**src/source/bus_pkg.sv**
```systemverilog
// Instruction bus and address types, shared by the fetch front end and its top level
package bus_pkg;

    // Data word on the instruction bus
    localparam int unsigned WORD_WIDTH = 16;

    // Real-mode address pieces
    localparam int unsigned SEG_WIDTH = 16;
    localparam int unsigned OFFSET_WIDTH = 16;
    localparam int unsigned PHYS_ADDR_WIDTH = 20;
    localparam int unsigned WORD_ADDR_WIDTH = PHYS_ADDR_WIDTH - 1;

    // Physical address is segment shifted by this much plus offset
    localparam int unsigned SEG_SHIFT = 4;

    typedef logic [WORD_WIDTH-1:0] word_t;
    typedef logic [WORD_ADDR_WIDTH-1:0] word_addr_t;
    typedef logic [SEG_WIDTH-1:0] seg_t;
    typedef logic [OFFSET_WIDTH-1:0] offset_t;
    typedef logic [PHYS_ADDR_WIDTH-1:0] phys_addr_t;

endpackage
```
**src/source/prefetch_pkg.sv**
```systemverilog
// Prefetch queue byte type, queue defaults and the reset fetch address
package prefetch_pkg;

    localparam int unsigned BYTE_WIDTH = 8;

    // One instruction byte as held in the queue
    typedef logic [BYTE_WIDTH-1:0] byte_t;

    // Queue depth used unless the top level overrides it
    localparam int unsigned DEFAULT_DEPTH = 6;

    // Fetch starts at FFFF:0000 out of reset, i.e. physical FFFF0
    localparam bus_pkg::seg_t RESET_CS = 16'hffff;
    localparam bus_pkg::offset_t RESET_IP = 16'h0000;

    // Threshold margin, the writer may push a whole bus word
    localparam int unsigned WORD_BYTES = 2;

endpackage

```
**src/source/prefetch_top.sv**
```systemverilog
// Instruction fetch front end top level, fetch unit feeding the byte prefetch queue
`timescale 1ns/1ps

module prefetch_top #(
    parameter int unsigned fifo_depth = prefetch_pkg::DEFAULT_DEPTH
) (
    input  logic                clk,
    input  logic                arst_n,
    // Redirect from the core
    input  logic                load_new_ip,
    input  bus_pkg::seg_t       new_cs,
    input  bus_pkg::offset_t    new_ip,
    // Byte consumer
    input  logic                rd_en,
    output prefetch_pkg::byte_t rd_data,
    output logic                empty,
    // Instruction bus
    output logic                mem_access,
    output bus_pkg::word_addr_t mem_address,
    input  logic                mem_ack,
    input  bus_pkg::word_t      mem_data
);
    import prefetch_pkg::*;

    logic  fifo_wr_en;
    byte_t fifo_wr_data;
    logic  fifo_flush;
    logic  fifo_nearly_full;

    fetch_unit fetch_i (
        .clk              (clk),
        .arst_n           (arst_n),
        .load_new_ip      (load_new_ip),
        .new_cs           (new_cs),
        .new_ip           (new_ip),
        .mem_access       (mem_access),
        .mem_address      (mem_address),
        .mem_ack          (mem_ack),
        .mem_data         (mem_data),
        .fifo_wr_en       (fifo_wr_en),
        .fifo_wr_data     (fifo_wr_data),
        .fifo_flush       (fifo_flush),
        .fifo_nearly_full (fifo_nearly_full)
    );

    prefetch_fifo #(
        .depth (fifo_depth)
    ) fifo_i (
        .clk         (clk),
        .arst_n      (arst_n),
        .flush       (fifo_flush),
        .wr_en       (fifo_wr_en),
        .wr_data     (fifo_wr_data),
        .rd_en       (rd_en),
        .rd_data     (rd_data),
        .empty       (empty),
        .nearly_full (fifo_nearly_full)
    );

endmodule

```
**src/source/prefetch_fifo.sv**
```systemverilog
// Byte prefetch queue with fall-through head, single-cycle flush and nearly-full flag
`timescale 1ns/1ps

module prefetch_fifo #(
    parameter int unsigned depth = prefetch_pkg::DEFAULT_DEPTH
) (
    input  logic                clk,
    input  logic                arst_n,
    input  logic                flush,
    input  logic                wr_en,
    input  prefetch_pkg::byte_t wr_data,
    input  logic                rd_en,
    output prefetch_pkg::byte_t rd_data,
    output logic                empty,
    output logic                nearly_full
);
    import prefetch_pkg::*;

    localparam int unsigned ptr_width = $clog2(depth);
    localparam int unsigned cnt_width = $clog2(depth + 1);

    byte_t                mem [depth];
    logic [ptr_width-1:0] rd_ptr;
    logic [ptr_width-1:0] wr_ptr;
    logic [cnt_width-1:0] count;
    logic [cnt_width:0]   fill_level;
    logic                 do_wr;
    logic                 do_rd;

    // Wrap for depths that are not a power of two
    function automatic logic [ptr_width-1:0] next_ptr(input logic [ptr_width-1:0] ptr);
        if (ptr == ptr_width'(depth - 1)) begin
            return '0;
        end
        return ptr + 1'b1;
    endfunction

    assign empty = (count == '0);
    assign rd_data = mem[rd_ptr];

    // Flush beats both ports, reads on an empty queue are dropped
    assign do_wr = wr_en && !flush && (count != cnt_width'(depth));
    assign do_rd = rd_en && !flush && !empty;

    // Includes the byte being written now so the writer sees the space left after it
    assign fill_level = {1'b0, count} + (cnt_width + 1)'(wr_en);
    assign nearly_full = fill_level > (cnt_width + 1)'(depth - WORD_BYTES);

    always_ff @(posedge clk or negedge arst_n) begin
        if (!arst_n) begin
            rd_ptr <= '0;
            wr_ptr <= '0;
            count <= '0;
        end else if (flush) begin
            rd_ptr <= '0;
            wr_ptr <= '0;
            count <= '0;
        end else begin
            if (do_wr) begin
                wr_ptr <= next_ptr(wr_ptr);
            end
            if (do_rd) begin
                rd_ptr <= next_ptr(rd_ptr);
            end
            if (do_wr && !do_rd) begin
                count <= count + 1'b1;
            end else if (do_rd && !do_wr) begin
                count <= count - 1'b1;
            end
        end
    end

    always_ff @(posedge clk) begin
        if (do_wr) begin
            mem[wr_ptr] <= wr_data;
        end
    end

endmodule

```
**src/source/fetch_unit.sv**
```systemverilog
// Fetch CS:IP, instruction bus access sequencing and word-to-byte unpacking into the queue
`timescale 1ns/1ps

module fetch_unit (
    input  logic                clk,
    input  logic                arst_n,
    input  logic                load_new_ip,
    input  bus_pkg::seg_t       new_cs,
    input  bus_pkg::offset_t    new_ip,
    output logic                mem_access,
    output bus_pkg::word_addr_t mem_address,
    input  logic                mem_ack,
    input  bus_pkg::word_t      mem_data,
    output logic                fifo_wr_en,
    output prefetch_pkg::byte_t fifo_wr_data,
    output logic                fifo_flush,
    input  logic                fifo_nearly_full
);
    import bus_pkg::*;
    import prefetch_pkg::*;

    // FSM encoding
    localparam logic [2:0] s_idle    = 3'd0;
    localparam logic [2:0] s_access  = 3'd1;
    localparam logic [2:0] s_push_lo = 3'd2;
    localparam logic [2:0] s_push_hi = 3'd3;
    localparam logic [2:0] s_discard = 3'd4;

    logic [2:0] state;
    logic [2:0] state_d;
    seg_t       cs;
    seg_t       cs_d;
    offset_t    ip;
    offset_t    ip_d;
    phys_addr_t phys_d;
    word_t      data_q;
    logic       pushing;
    logic       start_access;

    assign pushing = (state == s_push_lo) || (state == s_push_hi);

    // A redirect in the same cycle kills the push, the queue is flushed next cycle anyway
    assign fifo_wr_en = pushing && !load_new_ip;
    assign fifo_wr_data = (state == s_push_lo) ? data_q[7:0] : data_q[15:8];

    // Held through discard so the old access completes cleanly
    assign mem_access = (state == s_access) || (state == s_discard);

    // Next CS:IP, redirect wins over the byte advance
    always_comb begin
        cs_d = cs;
        ip_d = ip;
        if (load_new_ip) begin
            cs_d = new_cs;
            ip_d = new_ip;
        end else if (fifo_wr_en) begin
            // 16-bit wrap, stays inside the segment
            ip_d = ip + 1'b1;
        end
    end

    assign phys_d = (phys_addr_t'(cs_d) << SEG_SHIFT) + phys_addr_t'(ip_d);

    always_comb begin
        state_d = state;
        case (state)
            s_idle: begin
                if (!fifo_nearly_full) begin
                    state_d = s_access;
                end
            end
            s_access: begin
                if (mem_ack) begin
                    if (load_new_ip) begin
                        state_d = s_idle;
                    end else if (ip[0]) begin
                        // Odd IP, only the upper byte belongs to the stream
                        state_d = s_push_hi;
                    end else begin
                        state_d = s_push_lo;
                    end
                end else if (load_new_ip) begin
                    state_d = s_discard;
                end
            end
            s_push_lo: begin
                state_d = load_new_ip ? s_idle : s_push_hi;
            end
            s_push_hi: begin
                // Nearly-full already counts this write
                if (load_new_ip || fifo_nearly_full) begin
                    state_d = s_idle;
                end else begin
                    state_d = s_access;
                end
            end
            s_discard: begin
                if (mem_ack) begin
                    state_d = s_idle;
                end
            end
            default: begin
                state_d = s_idle;
            end
        endcase
    end

    assign start_access = (state_d == s_access) && (state != s_access);

    always_ff @(posedge clk or negedge arst_n) begin
        if (!arst_n) begin
            state <= s_idle;
            cs <= RESET_CS;
            ip <= RESET_IP;
            fifo_flush <= 1'b0;
        end else begin
            state <= state_d;
            cs <= cs_d;
            ip <= ip_d;
            fifo_flush <= load_new_ip;
        end
    end

    // Address frozen for the whole access, CS:IP may move underneath it
    always_ff @(posedge clk) begin
        if (start_access) begin
            mem_address <= phys_d[PHYS_ADDR_WIDTH-1:1];
        end
    end

    // Word captured on ack and unpacked over the push cycles
    always_ff @(posedge clk) begin
        if (state == s_access && mem_ack) begin
            data_q <= mem_data;
        end
    end

endmodule

```
**config.mk**
```make
export PLATFORM = sky130hd
export DESIGN_NAME = prefetch_top
export DESIGN_NICKNAME = d
export VERILOG_FILES = /design/src/source/bus_pkg.sv /design/src/source/prefetch_pkg.sv /design/src/source/prefetch_top.sv /design/src/source/prefetch_fifo.sv /design/src/source/fetch_unit.sv
export SDC_FILE = /design/constraint.sdc
export NUM_CORES = 1
export LEC_CHECK = 0
export BUFFER_PORTS_ARGS = -buffer_cell sky130_fd_sc_hd__buf_2
export CAP_MARGIN = 20
export CELL_PAD_IN_SITES_DETAIL_PLACEMENT = 1
export CELL_PAD_IN_SITES_GLOBAL_PLACEMENT = 1
export CORE_AREA = 2 2 112 114
export CTS_CLUSTER_DIAMETER = 120
export CTS_CLUSTER_SIZE = 20
export DETAILED_ROUTE_END_ITERATION = 10
export DIE_AREA = 0 0 114 116
export GPL_TIMING_DRIVEN = 0
export MAX_ROUTING_LAYER = met4
export PLACE_DENSITY = 0.81
export SLEW_MARGIN = 20
export SYNTH_ARGS = -nofsm -noshare
export SYNTH_HDL_FRONTEND = slang
export SYNTH_SLANG_ARGS = --single-unit
```
**constraint.sdc**
```tcl
create_clock -name clk -period 7.2 [get_ports clk]
set_clock_uncertainty 0.15 [all_clocks]
set_input_delay 0 -clock clk [delete_from_list [all_inputs] [get_ports clk]]
set_output_delay 0 -clock clk [all_outputs]
set_load 0.005 [all_outputs]
```
==> flow_summary.yaml <==
worst_setup_path:
  cp_common_cell: "clkbuf_1"
  cp_slowest_cell: "clkbuf_1"
  critPathLaunchType: "primary input"
  crit_path_max_incr_delay_ns: 0.59
  crit_start: "load_new_ip"
  path_cells: "dlygate4sd3_1 > buf_2 > clkbuf_1 > clkbuf_1 > clkbuf_1 > nand2_1 > o21ai_0 > ha_1 > inv_1 > fa_1 > nor2b_1 > o211ai_1 > a211oi_1 > o2111a_1 > nor2_1"
  r2r-start: "fetch_i.state[2]"
  cp.required_ns: 7.22
  critPathKind: "in2reg"
  critical_path_buf_inv_count: 6
  critPathTopFamily: "buffers and inverters"
  crit_path_max_fanout: 10
  end_kind: "flop"
  worst_ep_arrival_time_ns: 4.36
yosys:
  synth-main-ff-cell: "edfxtp_1"
  synthArstFlopShare_pct: 35.2
  avgSynthCellArea_sq_um: 13.3
  synth-edff-count: 83
  synth_seq_cells: 128
  syn_nets: 519
  seq_area_frac_synth_pct: 61.3
  syn-cell-area_sq_um: 5930
  synthCells: 447
  yosys_warnings: 0
  yosysUniqueCellTypes: 59
timing:
  tns_ns: 0
  slew_violations: 0
  max-slew-margin-rel_pct: 46.1
  fin_crit_ns: 4.34
  final-hold-violation-count: 14
  tightest_slew_ns: 0.807
  fmax_mhz: 230
  finalSetupViolations: 0
  period_share_pct: 60.3
  whs_ns: -0.0270
  rsz0062_at_grt: "false"
pwr:
  finalPower_uw: 2530
  p_sw_uw: 756
  ir_worst_vdd_v: 0.000192
  intPower_uw: 1780
  pwr-share-clk_pct: 35.2
  swShare_pct: 29.9
  leakage_uw: 0.00303
  power_frac_seq_pct: 40.1
  pwr-share-comb_pct: 24.7
  power_density_nw_per_um2: 328
min_path:
  hp-class: "in2async"
drt:
  post_drt_wl_per_cell_um: 22.6
  drt_iter0_markers: 284
  drt_wl_total_mm: 17.3
  vias_per_cell: 5.74
  ant_nets: 0
  drc: 0
  firstDrtPassIters: 4
  vias: 4386
floorplan:
  io-pin-count: 82
  die_h_um: 116
  rows: 40
  fp.coreArea_sq_um: 11900
  die_area_sq_um: 13200
  start_util_pct: 49.8
  dieWidth_um: 114
place:
  gp_congestion: 0.879
  io_buffer_count: 81
  hpwl_mm: 10.3
grt:
  grt_max_degree: 46
  grt_pass1_wl_mm: 26.6
  grt_pass1_vias: 4868
  track_usage_pct: 28.4
  grt_overflow: 0
  antenna_found_initial: 0
layout:
  layout_commonest_cell: "buf_2"
  fin_util_pct: 64.8
  fillers: 1211
  drive_gt1_share_pct: 28.8
  multi_input_area_sq_um: 2210
  areaGrowthSynthToFinish_pct: 30.0
  diodes: 0
  seq_area_sq_um: 3640
  layout_common_cells: "86 x buf_2, 83 x edfxtp_1, 52 x dlygate4sd3_1, 36 x nand2_1, 34 x nor2_1"
  nNetsFinal: 676
clock_network:
  holdBufCountCts: 52
  cts_made_buffers: 17
  clk_pin_slew_ns: 0.06
  clk_latency_ns: 0.43
  post-cts-setup-buffers: 0
  clock_sinks: 128
  htreeDepth: 4
  clock_path_buffers: 2
  cts_tree: "done"
  cts-resized-gates: 0
  cts-root-buf: "clkbuf_16"
job:
  drv_cap: 0
status:
  status: "complete, but fails checks"
  violations: "hold timing"
layer usage:
layer / track usage (%) / part of all wire, % / vias up
met5: - / 0 / -
met1: 31.3 / 39 / 2201
met2: 48.8 / 53 / 140
met4: 15.9 / 4.8 / 0
li1: - / - / 1980
met3: 5.33 / 3.1 / 65
worst paths after layout:
kind	endpoint	slack, ns	depth (start not counted)
min in group clk	fetch_i.data_q[2]	0.15	2
hold reg to reg	fetch_i.state[2]	0.44	1
setup / recovery	fetch_i.mem_address[15]	2.86	15
max in group asynchronous	fetch_i.ip[0]	6.50	2
setup reg to reg	fetch_i.mem_address[12]	3.35	12
hold / removal	fifo_i.rd_ptr[1]	-0.03	2
logic make-up after synthesis:
| logic type | share of synthesized area (%) |
|---|---|
| AND/OR/NAND/NOR | 10.8 |
| AO/OA/AOI/OAI | 7.87 |
| adder cells (fa/ha/maj) | 4.26 |
| buffers and inverters | 1.90 |
| flip-flops | 61.3 |
| multiplexers | 9.26 |
| XOR/XNOR | 4.58 |
power by group through the flow:
stage	Sequential, uW	Combinational, uW	Clock, uW
final	1010	626	892
after CTS	1010	616	887
after detailed placement	1020	579	0
after floorplan	1010	357	0
after global routing	1020	680	929
after global placement	1010	530	0
stage by stage:
stage | hold slack (ns) | cells | worst slack, ns | instance area [sq um]
after CTS | 0.121 | 764 | 2.95 | 7700
after detailed placement | 0.0288 | 680 | 3.11 | 6580
after floorplan | -0.446 | 447 | 3.30 | 5930
final | -0.0270 | 764 | 2.86 | 7710
after global placement | 0.0273 | 675 | 2.29 | 6520
after global routing | 0.0220 | 764 | 2.61 | 7710
synth_stat cells, drive strengths merged, types with 3 or more instances:
cell    instances  area, sq um
nand2          36          135
nor2           36          143
nor3            8         40.0
mux2i          11          110
nand2b          5         31.3
edfxtp         83         2490
a31oi           4         25.0
nor2b           3         18.8
mux4            8          180
a21boi          3         22.5
xor2            9         78.8
dfstp          16          420
o22ai           3         18.8
a211oi          4         30.0
nor4            7         58.8
mux2           23          259
clkbuf          8         30.0
xnor2          22          193
and3            3         18.8
buf             7         45.0
nor3b           3         22.5
dfrtp          29          726
ha             17          213
a21o            4         30.0
a21oi          21          105
nand4           6         37.5
o21ai          23          115
inv            10         37.5
nand3           6         35.0
registers in the layout (all words and copies together) (netlist names):
name	cells
fifo_i.mem	48
fetch_i.mem_address	19
fetch_i.cs	16
fetch_i.data_q	16
fetch_i.ip	16
fetch_i.state	3
fifo_i.count	3
fifo_i.rd_ptr	3
fifo_i.wr_ptr	3
fetch_i.fifo_flush	1
cell type report:
class                           count  share of cell area, %
Sequential cell                   128                   47.2
Multi-Input combinational cell    294                   28.7
Timing Repair Buffer              138                   12.4
Clock buffer                       20                   5.79
Tap cell                          147                   2.38
Clock inverter                     12                   2.08
Buffer                             15                  0.973
Inverter                           10                  0.487
(Power assumes the default switching activity.)
